==> src/hdl/bch_macros.svh <==
/* BCH(15,7) decoder array sizing
   field degree, code length, lane count and counter widths */

`ifndef BCH_MACROS_SVH
`define BCH_MACROS_SVH

// GF(2^4) symbol width
`define BCH_M       4

// code length, one bit per beat
`define BCH_N       15

// decoders side by side, one bit each per beat
`define BCH_LANES   4

// primitive polynomial x^4 + x + 1
`define BCH_IRRPOL  5'b10011

// beat index inside a frame
`define BCH_ADDR_W  4

// corrected bit counter
`define BCH_ERR_W   8

`endif

==> src/hdl/bch_pkg.sv <==
/* BCH decoder array types and GF(16) arithmetic */

`default_nettype none

`include "bch_macros.svh"

package bch_pkg;

  // ------------------------------------------------------------------------
  // vectors
  // ------------------------------------------------------------------------

  typedef logic [`BCH_M-1:0]      gf_t;
  typedef logic [`BCH_LANES-1:0]  lane_t;
  typedef logic [`BCH_ADDR_W-1:0] addr_t;
  typedef logic [`BCH_ERR_W-1:0]  err_cnt_t;

  // ------------------------------------------------------------------------
  // streams and decoder state
  // ------------------------------------------------------------------------

  typedef struct packed {
    logic  val;
    logic  sop;
    lane_t dat;
  } in_beat_t;

  typedef struct packed {
    logic  val;
    logic  sop;
    logic  eop;
    lane_t dat;
  } out_beat_t;

  typedef struct packed {
    gf_t s1;
    gf_t s3;
  } syndrome_t;

  // sigma(x) = 1 + sig1*x + sig2*x^2
  // deg 3 flags a syndrome pair with no t=2 solution
  typedef struct packed {
    gf_t        sig1;
    gf_t        sig2;
    logic [1:0] deg;
  } loc_poly_t;

  typedef enum logic {CHIEN_IDLE, CHIEN_SEARCH} chien_state_t;
  typedef enum logic {DEC_IDLE, DEC_STREAM} decision_state_t;

  // ------------------------------------------------------------------------
  // field arithmetic
  // ------------------------------------------------------------------------

  // shift and add, reduce on every carry out
  function automatic gf_t gf_mul(gf_t a, gf_t b);
    logic [`BCH_M:0] poly;
    gf_t             acc;
    gf_t             sh;
    poly = `BCH_IRRPOL;
    acc  = '0;
    sh   = a;
    for (int i = 0; i < `BCH_M; i++) begin
      if (b[i]) begin
        acc = acc ^ sh;
      end
      sh = {sh[`BCH_M-2:0], 1'b0} ^ (sh[`BCH_M-1] ? poly[`BCH_M-1:0] : '0);
    end
    return acc;
  endfunction

  // a^-1 = a^14 = a^2 * a^4 * a^8, zero stays zero
  function automatic gf_t gf_inv(gf_t a);
    gf_t a2;
    gf_t a4;
    gf_t a8;
    a2 = gf_mul(a, a);
    a4 = gf_mul(a2, a2);
    a8 = gf_mul(a4, a4);
    return gf_mul(gf_mul(a2, a4), a8);
  endfunction

endpackage

`default_nettype wire

==> src/hdl/bch_chien_search.sv <==
/* Chien search over all lanes
   flags error bits, writes fixed and raw data, decides decoder failure */

`default_nettype none

`include "bch_macros.svh"

module bch_chien_search
  import bch_pkg::*;
(
  input  logic                     iclk,
  input  logic                     rst_n,
  input  logic                     iclkena,
  input  logic                     loc_val,
  input  loc_poly_t                loc [`BCH_LANES],
  input  logic                     loc_bank,
  input  lane_t                    rd_dat,
  output logic                     rd_bank,
  output addr_t                    rd_addr,
  output logic                     wr_en,
  output addr_t                    wr_addr,
  output logic [2*`BCH_LANES-1:0]  wr_dat,
  output logic                     done,
  output logic                     done_bank,
  output lane_t                    decfail,
  output err_cnt_t                 err_cnt
);

  chien_state_t state;
  addr_t        cnt;
  logic         bank;
  logic         start;
  logic         last_wr;
  // sig1*a^-i and sig2*a^-2i, stepped every beat
  gf_t          term1     [`BCH_LANES];
  gf_t          term2     [`BCH_LANES];
  gf_t          cur1      [`BCH_LANES];
  gf_t          cur2      [`BCH_LANES];
  logic [1:0]   deg       [`BCH_LANES];
  logic [1:0]   cur_deg   [`BCH_LANES];
  logic [1:0]   roots     [`BCH_LANES];
  logic [1:0]   roots_nxt [`BCH_LANES];
  lane_t        hit;
  lane_t        hit_r;
  lane_t        fail;
  err_cnt_t     cnt_sum;

  // ------------------------------------------------------------------------
  // read stage, address 0 goes out in the loc_val cycle
  // ------------------------------------------------------------------------

  assign start   = (state == CHIEN_IDLE) && loc_val;
  assign rd_addr = (state == CHIEN_SEARCH) ? cnt  : '0;
  assign rd_bank = (state == CHIEN_SEARCH) ? bank : loc_bank;

  // beat j is position 14-j, evaluated at alpha^-(14-j)
  // alpha^-14 = alpha, alpha^-28 = alpha^2
  always_comb begin
    for (int l = 0; l < `BCH_LANES; l++) begin
      if (state == CHIEN_SEARCH) begin
        cur1[l]    = term1[l];
        cur2[l]    = term2[l];
        cur_deg[l] = deg[l];
      end else begin
        cur1[l]    = gf_mul(loc[l].sig1, gf_t'(2));
        cur2[l]    = gf_mul(loc[l].sig2, gf_t'(4));
        cur_deg[l] = loc[l].deg;
      end
      // sigma = 1 + t1 + t2 is zero
      hit[l] = ((cur1[l] ^ cur2[l]) == gf_t'(1));
    end
  end

  always_ff @(posedge iclk or negedge rst_n) begin
    if (!rst_n) begin
      state <= CHIEN_IDLE;
      cnt   <= '0;
      wr_en <= 1'b0;
    end else if (iclkena) begin
      wr_en <= start || (state == CHIEN_SEARCH);
      case (state)
        CHIEN_IDLE: begin
          if (loc_val) begin
            state <= CHIEN_SEARCH;
            cnt   <= addr_t'(1);
          end
        end
        CHIEN_SEARCH: begin
          cnt <= cnt + 1'b1;
          if (cnt == addr_t'(`BCH_N - 1)) begin
            state <= CHIEN_IDLE;
          end
        end
        default: state <= CHIEN_IDLE;
      endcase
    end
  end

  // deg stays valid through the write of the last beat
  always_ff @(posedge iclk) begin
    if (iclkena) begin
      bank    <= rd_bank;
      wr_addr <= rd_addr;
      hit_r   <= hit;
      for (int l = 0; l < `BCH_LANES; l++) begin
        term1[l] <= gf_mul(cur1[l], gf_t'(2));
        term2[l] <= gf_mul(cur2[l], gf_t'(4));
        deg[l]   <= cur_deg[l];
      end
    end
  end

  // ------------------------------------------------------------------------
  // write stage, read data is back
  // ------------------------------------------------------------------------

  // corrected bits high, received bits low
  assign wr_dat  = {rd_dat ^ hit_r, rd_dat};
  assign last_wr = wr_en && (wr_addr == addr_t'(`BCH_N - 1));

  // roots never reach 3, so an unsolvable locator always fails here
  always_comb begin
    cnt_sum = '0;
    for (int l = 0; l < `BCH_LANES; l++) begin
      roots_nxt[l] = ((wr_addr == '0) ? 2'd0 : roots[l]) + 2'(hit_r[l]);
      fail[l]      = (roots_nxt[l] != deg[l]);
      if (!fail[l]) begin
        cnt_sum = cnt_sum + err_cnt_t'(roots_nxt[l]);
      end
    end
  end

  always_ff @(posedge iclk) begin
    if (iclkena && wr_en) begin
      roots <= roots_nxt;
      if (last_wr) begin
        decfail <= fail;
        err_cnt <= cnt_sum;
      end
    end
  end

  // decision buffer ping-pong, written bank is always ~done_bank
  always_ff @(posedge iclk or negedge rst_n) begin
    if (!rst_n) begin
      done      <= 1'b0;
      done_bank <= 1'b0;
    end else if (iclkena) begin
      done <= last_wr;
      if (last_wr) begin
        done_bank <= ~done_bank;
      end
    end
  end

endmodule

`default_nettype wire

==> src/hdl/bch_decision.sv <==
/* output decision and framer
   fixed bits for decoded lanes, raw bits for failed ones */

`default_nettype none

`include "bch_macros.svh"

module bch_decision
  import bch_pkg::*;
(
  input  logic                    iclk,
  input  logic                    rst_n,
  input  logic                    iclkena,
  input  logic                    done,
  input  logic                    done_bank,
  input  lane_t                   decfail,
  input  err_cnt_t                err_cnt,
  input  logic [2*`BCH_LANES-1:0] rd_dat,
  output logic                    rd_bank,
  output addr_t                   rd_addr,
  output out_beat_t               out,
  output err_cnt_t                odecerr,
  output lane_t                   odecfail
);

  decision_state_t state;
  addr_t           cnt;
  logic            bank;
  logic            start;
  lane_t           fail_r;
  err_cnt_t        err_r;
  logic            oval;
  logic            osop;
  logic            oeop;
  lane_t           fixed;
  lane_t           raw;

  // ------------------------------------------------------------------------
  // read side, beat 0 address goes out in the done cycle
  // ------------------------------------------------------------------------

  assign start   = (state == DEC_IDLE) && done;
  assign rd_addr = (state == DEC_STREAM) ? cnt  : '0;
  assign rd_bank = (state == DEC_STREAM) ? bank : done_bank;

  always_ff @(posedge iclk or negedge rst_n) begin
    if (!rst_n) begin
      state <= DEC_IDLE;
      cnt   <= '0;
      oval  <= 1'b0;
      osop  <= 1'b0;
      oeop  <= 1'b0;
    end else if (iclkena) begin
      // flags line up with the registered read data
      oval <= start || (state == DEC_STREAM);
      osop <= start;
      oeop <= (state == DEC_STREAM) && (cnt == addr_t'(`BCH_N - 1));
      case (state)
        DEC_IDLE: begin
          if (done) begin
            state <= DEC_STREAM;
            cnt   <= addr_t'(1);
          end
        end
        DEC_STREAM: begin
          cnt <= cnt + 1'b1;
          if (cnt == addr_t'(`BCH_N - 1)) begin
            state <= DEC_IDLE;
          end
        end
        default: state <= DEC_IDLE;
      endcase
    end
  end

  // frame verdict, held until the eop beat leaves
  always_ff @(posedge iclk) begin
    if (iclkena && start) begin
      bank   <= done_bank;
      fail_r <= decfail;
      err_r  <= err_cnt;
    end
  end

  // ------------------------------------------------------------------------
  // output beat
  // ------------------------------------------------------------------------

  assign fixed = rd_dat[2*`BCH_LANES-1:`BCH_LANES];
  assign raw   = rd_dat[`BCH_LANES-1:0];

  always_comb begin
    out.val = oval;
    out.sop = osop;
    out.eop = oeop;
    out.dat = (fixed & ~fail_r) | (raw & fail_r);
  end

  // frame statistics only on the last beat
  assign odecerr  = oeop ? err_r  : '0;
  assign odecfail = oeop ? fail_r : '0;

endmodule

`default_nettype wire

==> src/hdl/bch_frame_buffer.sv <==
/* two-bank frame memory, one frame per bank, registered read */

`default_nettype none

`include "bch_macros.svh"

module bch_frame_buffer
  import bch_pkg::*;
#(
  parameter int DATA_W = 4
)
(
  input  logic              iclk,
  input  logic              iclkena,
  input  logic              wr_en,
  input  logic              wr_bank,
  input  addr_t             wr_addr,
  input  logic [DATA_W-1:0] wr_dat,
  input  logic              rd_bank,
  input  addr_t             rd_addr,
  output logic [DATA_W-1:0] rd_dat
);

  // bank x beat
  logic [DATA_W-1:0] mem [2][`BCH_N];

  always_ff @(posedge iclk) begin
    if (iclkena) begin
      if (wr_en) begin
        mem[wr_bank][wr_addr] <= wr_dat;
      end
      // data one enabled cycle after the address
      rd_dat <= mem[rd_bank][rd_addr];
    end
  end

endmodule

`default_nettype wire

==> src/hdl/bch_locator.sv <==
/* t=2 error locator for one lane
   direct Peterson solution from S1 and S3, one cycle */

`default_nettype none

module bch_locator
  import bch_pkg::*;
(
  input  logic      iclk,
  input  logic      rst_n,
  input  logic      iclkena,
  input  logic      syn_val,
  input  syndrome_t syn,
  output logic      loc_val,
  output loc_poly_t loc
);

  gf_t       s1_cube;
  gf_t       delta;
  loc_poly_t loc_nxt;

  assign s1_cube = gf_mul(gf_mul(syn.s1, syn.s1), syn.s1);
  // S3 + S1^3 = S1 * X1 * X2
  assign delta   = syn.s3 ^ s1_cube;

  always_comb begin
    loc_nxt = '0;
    if (syn.s1 == '0) begin
      // clean word, or S3 alone which no pair of errors gives
      loc_nxt.deg = (syn.s3 == '0) ? 2'd0 : 2'd3;
    end else if (delta == '0) begin
      // single error at X1 = S1
      loc_nxt.sig1 = syn.s1;
      loc_nxt.deg  = 2'd1;
    end else begin
      loc_nxt.sig1 = syn.s1;
      loc_nxt.sig2 = gf_mul(delta, gf_inv(syn.s1));
      loc_nxt.deg  = 2'd2;
    end
  end

  always_ff @(posedge iclk or negedge rst_n) begin
    if (!rst_n) begin
      loc_val <= 1'b0;
    end else if (iclkena) begin
      loc_val <= syn_val;
    end
  end

  always_ff @(posedge iclk) begin
    if (iclkena && syn_val) begin
      loc <= loc_nxt;
    end
  end

endmodule

`default_nettype wire

==> src/hdl/bch_outer_dec.sv <==
/* BCH(15,7) outer decoder array, 4 lanes
   syndromes, per-lane locators, Chien search and output decision */

`default_nettype none

`include "bch_macros.svh"

module bch_outer_dec
  import bch_pkg::*;
(
  input  logic      iclk,
  input  logic      rst_n,
  input  logic      iclkena,
  input  in_beat_t  in,
  output out_beat_t out,
  output err_cnt_t  odecerr,
  output lane_t     odecfail
);

  // syndrome count and input buffer write
  logic                    in_wr_en;
  logic                    in_wr_bank;
  addr_t                   in_wr_addr;
  lane_t                   in_wr_dat;
  logic                    syn_val;
  logic                    syn_bank;
  syndrome_t               syn [`BCH_LANES];

  // locators
  lane_t                   loc_val;
  loc_poly_t               loc [`BCH_LANES];

  // chien search
  logic                    in_rd_bank;
  addr_t                   in_rd_addr;
  lane_t                   in_rd_dat;
  logic                    dec_wr_en;
  addr_t                   dec_wr_addr;
  logic [2*`BCH_LANES-1:0] dec_wr_dat;
  logic                    done;
  logic                    done_bank;
  lane_t                   decfail;
  err_cnt_t                err_cnt;

  // decision
  logic                    dec_rd_bank;
  addr_t                   dec_rd_addr;
  logic [2*`BCH_LANES-1:0] dec_rd_dat;

  // ------------------------------------------------------------------------
  // syndromes and input frame store
  // ------------------------------------------------------------------------

  bch_syndrome_count syndrome_count (
    .iclk     (iclk),
    .rst_n    (rst_n),
    .iclkena  (iclkena),
    .in       (in),
    .wr_en    (in_wr_en),
    .wr_bank  (in_wr_bank),
    .wr_addr  (in_wr_addr),
    .wr_dat   (in_wr_dat),
    .syn_val  (syn_val),
    .syn_bank (syn_bank),
    .syn      (syn)
  );

  bch_frame_buffer #(
    .DATA_W (`BCH_LANES)
  ) in_buffer (
    .iclk    (iclk),
    .iclkena (iclkena),
    .wr_en   (in_wr_en),
    .wr_bank (in_wr_bank),
    .wr_addr (in_wr_addr),
    .wr_dat  (in_wr_dat),
    .rd_bank (in_rd_bank),
    .rd_addr (in_rd_addr),
    .rd_dat  (in_rd_dat)
  );

  // ------------------------------------------------------------------------
  // one locator per lane
  // ------------------------------------------------------------------------

  for (genvar g = 0; g < `BCH_LANES; g++) begin : loc_gen
    bch_locator locator (
      .iclk    (iclk),
      .rst_n   (rst_n),
      .iclkena (iclkena),
      .syn_val (syn_val),
      .syn     (syn[g]),
      .loc_val (loc_val[g]),
      .loc     (loc[g])
    );
  end

  // ------------------------------------------------------------------------
  // chien search and decision store
  // ------------------------------------------------------------------------

  // all lanes pulse together
  // syn_bank holds until the next frame closes, well past loc_val
  bch_chien_search chien_search (
    .iclk      (iclk),
    .rst_n     (rst_n),
    .iclkena   (iclkena),
    .loc_val   (&loc_val),
    .loc       (loc),
    .loc_bank  (syn_bank),
    .rd_dat    (in_rd_dat),
    .rd_bank   (in_rd_bank),
    .rd_addr   (in_rd_addr),
    .wr_en     (dec_wr_en),
    .wr_addr   (dec_wr_addr),
    .wr_dat    (dec_wr_dat),
    .done      (done),
    .done_bank (done_bank),
    .decfail   (decfail),
    .err_cnt   (err_cnt)
  );

  // fixed and raw bits side by side, writes go opposite the last done bank
  bch_frame_buffer #(
    .DATA_W (2*`BCH_LANES)
  ) dec_buffer (
    .iclk    (iclk),
    .iclkena (iclkena),
    .wr_en   (dec_wr_en),
    .wr_bank (~done_bank),
    .wr_addr (dec_wr_addr),
    .wr_dat  (dec_wr_dat),
    .rd_bank (dec_rd_bank),
    .rd_addr (dec_rd_addr),
    .rd_dat  (dec_rd_dat)
  );

  // ------------------------------------------------------------------------
  // output stream
  // ------------------------------------------------------------------------

  bch_decision decision (
    .iclk      (iclk),
    .rst_n     (rst_n),
    .iclkena   (iclkena),
    .done      (done),
    .done_bank (done_bank),
    .decfail   (decfail),
    .err_cnt   (err_cnt),
    .rd_dat    (dec_rd_dat),
    .rd_bank   (dec_rd_bank),
    .rd_addr   (dec_rd_addr),
    .out       (out),
    .odecerr   (odecerr),
    .odecfail  (odecfail)
  );

endmodule

`default_nettype wire

==> src/hdl/bch_syndrome_count.sv <==
/* BCH syndrome counter
   serial S1/S3 per lane while the frame is written into the input buffer */

`default_nettype none

`include "bch_macros.svh"

module bch_syndrome_count
  import bch_pkg::*;
(
  input  logic      iclk,
  input  logic      rst_n,
  input  logic      iclkena,
  input  in_beat_t  in,
  output logic      wr_en,
  output logic      wr_bank,
  output addr_t     wr_addr,
  output lane_t     wr_dat,
  output logic      syn_val,
  output logic      syn_bank,
  output syndrome_t syn [`BCH_LANES]
);

  addr_t cnt;
  addr_t pos;
  logic  last;

  // sop always means beat 0
  assign pos  = in.sop ? '0 : cnt;
  assign last = in.val && (pos == addr_t'(`BCH_N - 1));

  // buffer write side, beat k to address k
  assign wr_en   = in.val;
  assign wr_addr = pos;
  assign wr_dat  = in.dat;

  // ------------------------------------------------------------------------
  // beat counter and bank ping-pong
  // ------------------------------------------------------------------------

  always_ff @(posedge iclk or negedge rst_n) begin
    if (!rst_n) begin
      cnt      <= '0;
      wr_bank  <= 1'b0;
      syn_val  <= 1'b0;
      syn_bank <= 1'b0;
    end else if (iclkena) begin
      syn_val <= last;
      if (in.val) begin
        // wrap after beat 14, so a missing sop still frames
        cnt <= last ? '0 : pos + 1'b1;
      end
      if (last) begin
        syn_bank <= wr_bank;
        wr_bank  <= ~wr_bank;
      end
    end
  end

  // ------------------------------------------------------------------------
  // horner accumulation, first beat is x^14
  // ------------------------------------------------------------------------

  always_ff @(posedge iclk) begin
    if (iclkena && in.val) begin
      for (int l = 0; l < `BCH_LANES; l++) begin
        if (pos == '0) begin
          syn[l].s1 <= gf_t'(in.dat[l]);
          syn[l].s3 <= gf_t'(in.dat[l]);
        end else begin
          // r(alpha) and r(alpha^3)
          syn[l].s1 <= gf_mul(syn[l].s1, gf_t'(2)) ^ gf_t'(in.dat[l]);
          syn[l].s3 <= gf_mul(syn[l].s3, gf_t'(8)) ^ gf_t'(in.dat[l]);
        end
      end
    end
  end

endmodule

`default_nettype wire

==> config.mk <==
export PLATFORM = sky130hd
export DESIGN_NAME = bch_outer_dec
export DESIGN_NICKNAME = d
export VERILOG_FILES = /design/src/hdl/bch_pkg.sv /design/src/hdl/bch_chien_search.sv /design/src/hdl/bch_decision.sv /design/src/hdl/bch_frame_buffer.sv /design/src/hdl/bch_locator.sv /design/src/hdl/bch_outer_dec.sv /design/src/hdl/bch_syndrome_count.sv
export VERILOG_INCLUDE_DIRS = /design/src /design/src/hdl
export SDC_FILE = /design/constraint.sdc
export NUM_CORES = 1
export LEC_CHECK = 0
export ABC_AREA = 1
export BUFFER_PORTS_ARGS = -buffer_cell sky130_fd_sc_hd__buf_2
export CAP_MARGIN = 5
export CORE_MARGIN = 1.5
export CORE_UTILIZATION = 30
export DETAILED_ROUTE_END_ITERATION = 10
export SYNTH_ARGS = -nofsm -noshare
export SYNTH_HDL_FRONTEND = slang
export SYNTH_SLANG_ARGS = --single-unit
==> constraint.sdc <==
create_clock -name iclk -period 4.97 [get_ports iclk]
set_input_delay 0.497 -clock iclk [delete_from_list [all_inputs] [get_ports iclk]]
set_output_delay 0.497 -clock iclk [all_outputs]
set_load 0.02 [all_outputs]
==> impl_results.md, run 1 <==
- Min Tclk post-route: between 4000 and 5000 ps
- Fillers: between 9000 and 10000
- DR vias/cell: ~4.8
- Port Buffers: 24
- Syn Inst Count: ~3200
- Fin crit share: 0.917
- Largest net degree at the start of global routing: 76
- Register area share after synthesis: 0.540
- Setup WS post-layout: around 410 ps
- CTS tree: yes
- Initial Util: 0.304
- Die Ht: 319 um
- Crit end category: flop
- Worst-margin pin slew: roughly 970 ps
- Commonest non-fill, non-tap cell in the layout: nand2_1
- Max Cap Viol: 0
- Hold Vio Cnt, Final: 0
- Remaining global-route overflow: 0
- Slowest stage delay, CP: 450 ps
- Netlist Area Pre-Place: between 30000 and 40000 sq um
- Total inserted antenna cells: 0
- Critical Path Fanout Max: 9
- Crit path arrival time: slightly below 5000 ps
- Worst r2r src: syndrome_count.syn[31]
- CP bufs+invs: 4
- Final Net Count: 3366
- Slew headroom: 0.354
- Synth Flop Type: edfxtp_1
- H-tree depth: 2
- Reg2reg end: loc_gen[0].locator.loc[5]
- Hold path start: in[4]
- Io pins: 28
- Hold path depth: 3
- FF-to-FF path depth: 30
- Switching Fraction: 0.440
- Layout area overhead: 12.7%
- Total GRT Usage: 0.136
- Warnings, synthesis: 0
- CTS Buffer Depth: 3
- Routed Wire Length: slightly above 70000 um
- Async SR Flop Fraction: 0.0441
- Hold Crit Class: in -> reg
- Ratio of cells with drive above 1 in the final layout: 0.115
- Worst skew pair latency: between 600 and 700 ps
- FMAX: roughly 220 MHz
- Setup TNS: 0 ps
- Clock transition at path regs: around 60 ps
- Clock Skews: approximately 56 ps
- Crit-path slowest cell: edfxtp_1
- Routed Antenna Nets: 0
- Sw Pwr: around 0.0090 W
- Worst Setup Start Kind: flop
- Sequential Power Share: 0.282
- Clock group share of total power: 0.213
- Critical path class: reg -> reg
- Post-DP HPWL: ~46000 um
- WL/cell: 15.3 um
- # setup viols final: 0
- Number of flops mapped to enable cells by yosys: 520
- Min-Delay Endpoint: syndrome_count.cnt[0]
- Die width: between 300 and 400 um
- Root buffer cell: clkbuf_16
- Fin. max-slew vios: 0
- Hold Worst Slack: around 320 ps
- Combinational power share: 0.505
- Core ar.: 98900 sq um
- Initial antenna violation count: 0
- CP delay by family, top: simple AND/OR/NAND/NOR gates
- First drt pass iteration count: 5
- Remaining DRCs: 0
- First-pass GRT wire length: approximately 110000 um
- Cts bufs inserted: 56
- Vias in the first global route: about 21000
- Distinct cells, synth: 54
- PD cells: ~600 nW/um^2
- Worst VDD drop: about 0.00061 V
- Reg2Reg Setup Slack: 410 ps
- CP Data Required Time: ~5300 ps
- Synthesized flop and latch total: 544
- Total clock sinks: around 540
- Post-synthesis area per instance: slightly above 9 sq um
- Via count: around 22000
- Die area: 102000 sq um
- Gpl congestion: between 0.8 and 0.9
- Post-Place Setup Slack: 230 ps
- Most common cell on crit path: nand2_1
- Commonest non-fill, non-tap cells in the layout: nand2_1 (683), edfxtp_1 (520), nor2_1 (475)
- Internal Pwr Total: around 0.011 W
- Leakage power: 13.6 nW
- DRT iter0 DRCs: between 1500 and 2000
- Sequential cell area: 16200 sq um
- Status: finished, final reports clean
- Cell Rows: between 100 and 150
- Multi-input gate area: about 12000 sq um
[power by group through the flow]
stage	sequential, W	combinational [W]	clock [W]
finish	0.00574	0.0103	0.00433
global route	0.00576	0.0117	0.00456
CTS	0.00575	0.0102	0.00440
detailed placement	0.00585	0.0102	0
global placement	0.00584	0.0100	0
floorplan	0.00582	0.00789	0
[registers in the layout, indices dropped and copies added (netlist names), 5 cells and up]
| name | cells |
|---|---|
| chien_search.deg | 8 |
| loc_gen.locator.loc | 40 |
| chien_search.term2 | 16 |
| chien_search.roots | 8 |
| chien_search.term1 | 16 |
| decision.err_r | 5 |
| in_buffer.mem | 120 |
| dec_buffer.rd_dat | 8 |
| dec_buffer.mem | 240 |
| chien_search.err_cnt | 5 |
| syndrome_count.syn | 32 |
[synthesized netlist by cell type, types with 5 or more instances]
cell type / number / area (sq um)
nand2_1: 687 / 2580
edfxtp_1: 520 / 15600
nor2_1: 476 / 1790
inv_1: 278 / 1040
nand3_1: 278 / 1390
o21ai_0: 196 / 981
xor2_1: 106 / 928
clkbuf_1: 77 / 289
ha_1: 61 / 763
nand2_2: 57 / 357
xnor2_1: 55 / 482
inv_2: 51 / 191
a21oi_1: 43 / 215
nand3_2: 38 / 380
nor3_1: 32 / 160
o311ai_0: 32 / 280
o221ai_1: 30 / 263
o22ai_1: 27 / 169
dfrtp_1: 24 / 601
nand4_1: 16 / 100
o21ai_1: 15 / 75.1
buf_1: 12 / 45.0
a32oi_1: 11 / 96.3
mux2i_1: 11 / 110
xor2_2: 10 / 163
buf_4: 9 / 67.6
nand3b_1: 9 / 67.6
buf_6: 8 / 90.1
o211ai_1: 8 / 60.1
clkinv_1: 7 / 26.3
mux2_2: 7 / 78.8
nor2_2: 5 / 31.3
or2_2: 5 / 31.3
[worst max-delay path by stage]
| stage | slack [ps] | depth (start not counted) | startpoint | end |
|---|---|---|---|---|
| finish | 410 | 30 | syndrome_count.syn[31] | loc_gen[0].locator.loc[5] |
| global route | -9 | 30 | syndrome_count.syn[31] | loc_gen[0].locator.loc[2] |
| CTS | 220 | 19 | chien_search.wr_addr[1] | chien_search.err_cnt[2] |
| detailed placement | 230 | 19 | chien_search.wr_addr[1] | chien_search.err_cnt[2] |
| global placement | 330 | 19 | chien_search.wr_addr[1] | chien_search.err_cnt[2] |
| floorplan | 510 | 32 | syndrome_count.syn[12] | loc_gen[2].locator.loc[5] |
[routing by layer]
metal	track usage	part of all wire	up-vias
met5	0	0	-
met4	0.0352	0.021	0
met3	0.0224	0.048	94
met2	0.231	0.48	442
met1	0.178	0.45	10421
li1	-	-	11055
[worst min-delay path: cells and delay by family]
family	cells	cell delay, ps
AO/OA/AOI/OAI	1	130
buffers and inverters	1	130
AND/OR/NAND/NOR	1	90
[what timing repair did]
item / in CTS / in global routing
gates resized for setup: 0 / 17
endpoints found under the hold margin: 24 / 0
buffers inserted: 0 / 22
endpoints found under the setup margin: 0 / 20
hold buffers: 1 / 0
[cell type report]
type,instances,area share
multi-input cells,2261,0.360
clock inverters,35,0.0130
inverters,336,0.0375
well taps,1287,0.0476
clock buffers,65,0.0430
flip-flops and latches,544,0.479
repair inverters,1,0.000148
repair buffers,93,0.0197
[kinds of logic (layout without fill, tap and decap cells)]
| kind of cell | count (synthesis) | after routing | synth area share |
|---|---|---|---|
| buffers and inverters | 446 | 530 | 0.0590 |
| other | 1 | 3 | 0.000125 |
| adders and majority gates | 64 | 64 | 0.0274 |
| and+or+nand+nor | 1621 | 1621 | 0.234 |
| AOI/OAI and AO/OA | 378 | 378 | 0.0757 |
| DFF | 544 | 544 | 0.540 |
| xor gates and xnor gates | 174 | 174 | 0.0551 |
| muxes | 21 | 21 | 0.00854 |
[metrics by stage]
step / total power [W] / instances / instance area, sq um / utilization
3_5_place_dp: 0.0160 / 4498 / 31700 / 0.320
6_report: 0.0204 / 4622 / 33800 / 0.342
5_1_grt: 0.0221 / 4622 / 33800 / 0.342
4_1_cts: 0.0204 / 4599 / 33600 / 0.340
3_3_place_gp: 0.0159 / 4498 / 31700 / 0.320
2_1_floorplan: 0.0137 / 3251 / 30000 / -
Note: power is estimated with default switching activity, not from simulation.
==> inputs of run 2 (changes only) <==
--- a/config.mk
+++ b/config.mk
@@ -12,6 +12,7 @@
 export CORE_MARGIN = 1.5
 export CORE_UTILIZATION = 30
 export DETAILED_ROUTE_END_ITERATION = 10
+export SKIP_LAST_GASP = 1
 export SYNTH_ARGS = -nofsm -noshare
 export SYNTH_HDL_FRONTEND = slang
 export SYNTH_SLANG_ARGS = --single-unit
==> constraint.sdc (replaced) <==
create_clock -name iclk -period 4.97 [get_ports iclk]
set_input_delay 0.994 -clock iclk [delete_from_list [all_inputs] [get_ports iclk]]
set_output_delay 0.994 -clock iclk [all_outputs]
set_load 0.02 [all_outputs]
==> run 2 against run 1 <==
  * Critical path depth is 1 higher
  * Setup slack worse by 38 ps
  * Clock skew increased by 1.6 ps
  * Critical endpoint is now loc_gen[0].locator.loc[2]
  * Routed wire length hardly changed
  * Maximum frequency fell by 0.83%
  * Count of clock-buffer cells in the layout increased by 8
==> impl_results.md, run 2 (synthesis results as in run 1) <==
- CTS tree: yes (unchanged)
- Commonest non-fill, non-tap cells in the layout: nand2_1 (682), edfxtp_1 (520), nor2_1 (475) (was nand2_1 (683), edfxtp_1 (520), nor2_1 (475))
- Die area: 102000 sq um (unchanged)
- Leakage power: 13.5 nW (was 13.6 nW)
- FMAX: 218 MHz (was 219 MHz)
- Top Registers: dec_buffer.mem (240), in_buffer.mem (120), loc_gen.locator.loc (40) (unchanged)
- Fin. max-slew vios: 0 (unchanged)
- Reg2reg end: loc_gen[0].locator.loc[2] (was loc_gen[0].locator.loc[5])
- Via count: 22036 (was 22012)
- Gpl congestion: 0.847 (was 0.845)
- Initial Util: 0.304 (unchanged)
- Cts bufs inserted: 55 (was 56)
- First drt pass iteration count: 8 (was 5)
- Critical Path Fanout Max: 8 (was 9)
- Routed length on met1: 32700 um (was 32000 um)
- FF-to-FF path depth: 31 (was 30)
- Final Power: 0.0202 W (was 0.0204 W)
- Die Ht: 319 um (unchanged)
- Dpl cells: 4497 (was 4498)
- Worst-margin pin slew: 1090 ps (was 968 ps)
- Routed Wire Length: 70500 um (about the same)
- Post-DP HPWL: 46600 um (was 46500 um)
- Hold Crit Class: in -> async (was in -> reg)
- Clock group share of total power: 0.205 (was 0.213)
- Layout area overhead: 12.3% (was 12.7%)
- Total GRT Usage: 0.136 (about the same)
- Cell Rows: 115 (unchanged)
- Post-Place Setup Slack: 212 ps (was 230 ps)
- Io pins: 28 (unchanged)
- Worst Setup Start Kind: flop (unchanged)
- Internal Pwr Total: 0.0113 W (was 0.0114 W)
- Largest net degree at the start of global routing: 113 (was 76)
- PD cells: 599 nW/um^2 (was 602 nW/um^2)
- Most common cell on crit path: nand2_1 (unchanged)
- Hold Vio Cnt, Final: 0 (unchanged)
- Total inserted antenna cells: 0 (unchanged)
- Clock Skews: 57.4 ps (was 55.7 ps)
- Initial antenna violation count: 1 (was 0)
- WL/cell: 15.3 um (about the same)
- # setup viols final: 0 (unchanged)
- Worst Setup SP: syndrome_count.syn[28] (was syndrome_count.syn[31])
- Worst Setup EP: loc_gen[0].locator.loc[2] (was loc_gen[0].locator.loc[5])
- Switching Fraction: 0.443 (was 0.440)
- Reg2Reg Setup Slack: 380 ps (was 410 ps)
- Die width: 319 um (unchanged)
- Worst VDD drop: 0.000472 V (was 0.000611 V)
- DR vias/cell: 4.77 (was 4.76)
- Ratio of cells with drive above 1 in the final layout: 0.114 (was 0.115)
- Routed Antenna Nets: 0 (unchanged)
- Final core utilization: 0.341 (was 0.342)
- Slew headroom: 0.275 (was 0.354)
- Crit path arrival time: 4960 ps (was 4930 ps)
- First-pass GRT wire length: 113000 um (was 112000 um)
- Crit-path slowest cell: edfxtp_1 (unchanged)
- Slowest stage delay, CP: 510 ps (was 450 ps)
- Metal2 WL: 33500 um (was 33700 um)
- Crit end category: flop (unchanged)
- Reg with most FFs: dec_buffer.mem (unchanged)
- Status: finished, final reports clean (unchanged)
- DRT iter0 DRCs: 1591 (was 1634)
- Hold Worst Slack: 387 ps (was 323 ps)
- Combinational power share: 0.510 (was 0.505)
- Root buffer cell: clkbuf_16 (unchanged)
- Setup WS post-layout: 375 ps (was 414 ps)
- Critical path class: reg -> reg (unchanged)
- Worst r2r src: syndrome_count.syn[28] (was syndrome_count.syn[31])
- Core ar.: 98900 sq um (unchanged)
- Fin crit share: 0.924 (was 0.917)
- Final Net Count: 3361 (was 3366)
- Non-Filler Instances: 4622 (unchanged)
- Commonest non-fill, non-tap cell in the layout: nand2_1 (unchanged)
- Max FFs per register: 240 (unchanged)
- Max Cap Viol: 0 (unchanged)
- Remaining global-route overflow: 0 (unchanged)
- Sw Pwr: 0.00895 W (was 0.00896 W)
- CP Data Required Time: 5340 ps (about the same)
- H-tree depth: 2 (unchanged)
- CTS Buffer Depth: 3 (unchanged)
- Remaining DRCs: 0 (unchanged)
- Port Buffers: 24 (unchanged)
- Vias in the first global route: 21162 (was 21103)
- Min Tclk post-route: 4590 ps (was 4560 ps)
- Worst skew pair latency: 630 ps (about the same)
- Sequential Power Share: 0.285 (was 0.282)
- Total clock sinks: 544 (unchanged)
- Clock transition at path regs: 70 ps (was 60 ps)
- Met3 routed WL: 2970 um (was 3420 um)
- Top Layer Used: met4 (unchanged)
[run 2: layer usage]
layer  global-route usage  vias to the layer above
met2                0.231                      435
li1                     -                    11055
met3               0.0153                       92
met5                    0                        -
met4               0.0342                        0
met1                0.185                    10454
[run 2: layout make-up]
type / instances / area, sq um
Inverter: 336 / 1260
Clock inverter: 31 / 313
Sequential cell: 544 / 16200
Tap cell: 1287 / 1610
Multi-Input combinational cell: 2261 / 12200
Clock buffer: 73 / 1500
Timing Repair Buffer: 90 / 656
Fill cell: 9988 / 65100
[run 2: through the flow]
step | area (sq um) | setup TNS, ps
final | 33700 | 0
after global routing | 33700 | -63.3
after CTS | 33500 | 0
after detailed placement | 31700 | 0
after global placement | 31700 | 0
after floorplan | 30000 | 0
[run 2: worst min-delay path by stage]
| stage | from | endpoint | slack [ps] |
|---|---|---|---|
| final | rst_n | chien_search.cnt[1] | 390 |
| after global routing | rst_n | decision.cnt[2] | 400 |
| after CTS | rst_n | decision.cnt[2] | 370 |
| after detailed placement | loc_gen[3].locator.loc[0] | chien_search.deg[3][0] | 400 |
| after global placement | chien_search.decfail[2] | decision.fail_r[2] | 400 |
| after floorplan | loc_gen[0].locator.loc[0] | chien_search.deg[0][0] | 400 |
[run 2: repair_timing]
item                       4_1_cts  5_1_grt
resized for setup                0       18
hold buffers                     0        0
setup endpoints to repair        0       20
buffers inserted                 0       21
[run 2: power by group through the flow]
stage                     Sequential (W)  Clock [W]  Combinational, W
final                            0.00575    0.00414            0.0103
after CTS                        0.00576    0.00422            0.0102
after global placement           0.00585          0            0.0101
after floorplan                  0.00582          0           0.00789
after detailed placement         0.00586          0            0.0102
after global routing             0.00578    0.00439            0.0118
[run 2: critical path: cells and delay by family, from the launching register on]
kind	cells	cell delay, ps
buf+inv	5	510
simple gates	22	2190
compound gates	1	130
flops	1	510
fa+ha+maj	3	1000
==> inputs of run 3 (changes only) <==
--- a/config.mk
+++ b/config.mk
@@ -10,7 +10,7 @@
 export BUFFER_PORTS_ARGS = -buffer_cell sky130_fd_sc_hd__buf_2
 export CAP_MARGIN = 5
 export CORE_MARGIN = 1.5
-export CORE_UTILIZATION = 30
+export CORE_UTILIZATION = 29
 export DETAILED_ROUTE_END_ITERATION = 10
 export SKIP_LAST_GASP = 1
 export SYNTH_ARGS = -nofsm -noshare
==> run 3 against run 2 <==
  * Hold slack improved by 10 ps
  * Routed wire length decreased by 0.61%
  * Combinational power about the same
  * Clock skew decreased by 29 ps
  * Via count about the same
  * Die area increased by 3.4%
  * Count of clock-buffer cells in the layout unchanged
  * Maximum frequency increased by 0.25%
  * Critical path type unchanged
  * Highest routed layer is now met5
==> impl_results.md, run 3 (synthesis results as in run 1) <==
- Status: finished, final reports clean (unchanged)
- Global Route met1 Usage: 0.181 (was 0.185)
- Post-DP HPWL: 46300 um (was 46600 um)
- Initial Util: 0.294 (was 0.304)
- Die Ht: 325 um (was 319 um)
- Routed Antenna Nets: 0 (unchanged)
- GR peak layer: met2 (unchanged)
- Max FFs per register: 240 (unchanged)
- Core ar.: 102000 sq um (was 98900 sq um)
- Die width: 325 um (was 319 um)
- Post-Place Setup Slack: 267 ps (was 212 ps)
- Total clock sinks: 544 (unchanged)
- Top Registers: dec_buffer.mem (240), in_buffer.mem (120), loc_gen.locator.loc (40) (unchanged)
- Clock transition at path regs: 70 ps (about the same)
- Most common cell on crit path: nand3_1 (was nand2_1)
- Remaining DRCs: 0 (unchanged)
- Via count: 22018 (was 22036)
- Met3 GRT Util: 0.0160 (was 0.0153)
- Total GRT Usage: 0.131 (was 0.136)
- # setup viols final: 0 (unchanged)
- Fin. max-slew vios: 0 (unchanged)
- PD cells: 594 nW/um^2 (was 599 nW/um^2)
- Port Buffers: 24 (unchanged)
- Max Cap Viol: 0 (unchanged)
- Min Tclk post-route: 4580 ps (was 4590 ps)
- CTS Hold Bufs: 0 (unchanged)
- Layout area overhead: 12.2% (was 12.3%)
- Worst VDD drop: 0.000520 V (was 0.000472 V)
- Cell Rows: 117 (was 115)
- Reg2Reg Setup Slack: 390 ps (was 380 ps)
- CP bufs+invs: 4 (was 5)
- Hold Crit Class: in -> async (unchanged)
- Placed cell area: 31800 sq um (was 31700 sq um)
- DRT iter0 DRCs: 1628 (was 1591)
- M2 GR Usage: 0.220 (was 0.231)
- Gpl congestion: 0.841 (was 0.847)
- WL/cell: 14.9 um (was 15.3 um)
- Non-Filler Instances: 4691 (was 4622)
- Crit path arrival time: 4920 ps (was 4960 ps)
- Initial antenna violation count: 1 (unchanged)
- Routed Wire Length: 70100 um (was 70500 um)
- DR vias/cell: 4.69 (was 4.77)
- Critical path class: reg -> reg (unchanged)
- Slowest stage delay, CP: 430 ps (was 510 ps)
- RSZ-0062 raised after global routing: true
- Worst Setup Start Kind: flop (unchanged)
- Vias in the first global route: 21009 (was 21162)
- Critical Path Fanout Max: 9 (was 8)
- Reg with most FFs: dec_buffer.mem (unchanged)
- Total inserted antenna cells: 0 (unchanged)
- Hold Vio Cnt, Final: 0 (unchanged)
- Largest net degree at the start of global routing: 113 (unchanged)
- Crit-path slowest cell: edfxtp_1 (unchanged)
- Setup WS post-layout: 387 ps (was 375 ps)
- Die area: 106000 sq um (was 102000 sq um)
- Root buffer cell: clkbuf_16 (unchanged)
- Io pins: 28 (unchanged)
- Fin crit share: 0.922 (was 0.924)
- CP Data Required Time: 5310 ps (was 5340 ps)
- Leakage power: 13.5 nW (about the same)
- Slew headroom: 0.251 (was 0.275)
- Worst skew pair latency: 610 ps (was 630 ps)
- Commonest non-fill, non-tap cells in the layout: nand2_1 (683), edfxtp_1 (520), nor2_1 (475) (was nand2_1 (682), edfxtp_1 (520), nor2_1 (475))
- Post-route cell area: 33700 sq um (about the same)
- CTS Buffer Depth: 3 (unchanged)
- Dpl cells: 4581 (was 4497)
- Ratio of cells with drive above 1 in the final layout: 0.111 (was 0.114)
- Crit end category: flop (unchanged)
- Final core utilization: 0.330 (was 0.341)
- CP delay by family, top: simple AND/OR/NAND/NOR gates (unchanged)
- First-pass GRT wire length: 113000 um (about the same)
- Commonest non-fill, non-tap cell in the layout: nand2_1 (unchanged)
- FMAX: 218 MHz (about the same)
- Remaining global-route overflow: 0 (unchanged)
- Clock Skews: 28.0 ps (was 57.4 ps)
- CTS tree: yes (unchanged)
- Final Net Count: 3353 (was 3361)
- Cts bufs inserted: 54 (was 55)
- H-tree depth: 2 (unchanged)
- First drt pass iteration count: 5 (was 8)
- Worst-margin pin slew: 1120 ps (was 1090 ps)
==> run 3: cell count changes in the layout (fill, tap and decap cells not counted), moves of 2 or more <==
| cell | before | now |
|---|---|---|
| buf_12 | 3 | 1 |
| buf_4 | 64 | 59 |
| clkbuf_1 | 12 | 14 |
| clkinv_1 | 20 | 16 |
| clkinvlp_4 | 5 | 2 |
==> run 3: report_power, final <==
group | switching [W] | internal (W) | total [W]
Clock | 0.00175 | 0.00230 | 0.00405
Combinational | 0.00698 | 0.00326 | 0.0102
Sequential | 0.000138 | 0.00561 | 0.00574
Total | 0.00887 | 0.0112 | 0.0200
==> run 3: per-layer routing <==
metal	up-vias	share of wire
met1	10452	0.46
met3	71	0.045
met2	476	0.48
met5	-	0.00019
li1	11017	-
met4	2	0.017
==> run 3: worst paths after layout <==
kind,startpoint,end,cells past startpoint
setup / recovery,syndrome_count.syn[31],loc_gen[0].locator.loc[5],28
hold / removal,rst_n,syndrome_count.cnt[3],1
setup reg to reg,syndrome_count.syn[31],loc_gen[0].locator.loc[5],28
hold reg to reg,loc_gen[2].locator.loc[1],chien_search.deg[2][1],0
max in group asynchronous,rst_n,loc_gen[3].locator.loc_val,1
min in group iclk,loc_gen[2].locator.loc[1],chien_search.deg[2][1],0
==> run 3: what timing repair did <==
action / in CTS / in global routing
gates resized for setup: 0 / 20
buffers inserted: 0 / 11
endpoints found under the setup margin: 0 / 20
==> run 3: area by class of cell <==
cell class                      instances  area (sq um)
Tap cell                             1368          1710
Timing Repair Buffer                   83           578
Multi-Input combinational cell       2261         12200
Clock buffer                           73          1470
Clock inverter                         26           274
Inverter                              336          1260
Sequential cell                       544         16200
Fill cell                           10475         68500
==> run 3: worst register-to-register path, delay by kind of cell (launching register included) <==
kind | cells | cell delay, ps
simple gates | 19 | 1930
fa+ha+maj | 3 | 930
buf+inv | 4 | 510
flops | 1 | 430
xor+xnor | 1 | 330
mux | 1 | 200
==> run 3: stage by stage <==
step	hold WS (ps)	total power, W	setup TNS, ps
floorplan	400	0.0137	0
finish	397	0.0200	0
global placement	400	0.0159	0
detailed placement	406	0.0160	0
global route	416	0.0219	-31.6
CTS	389	0.0201	0
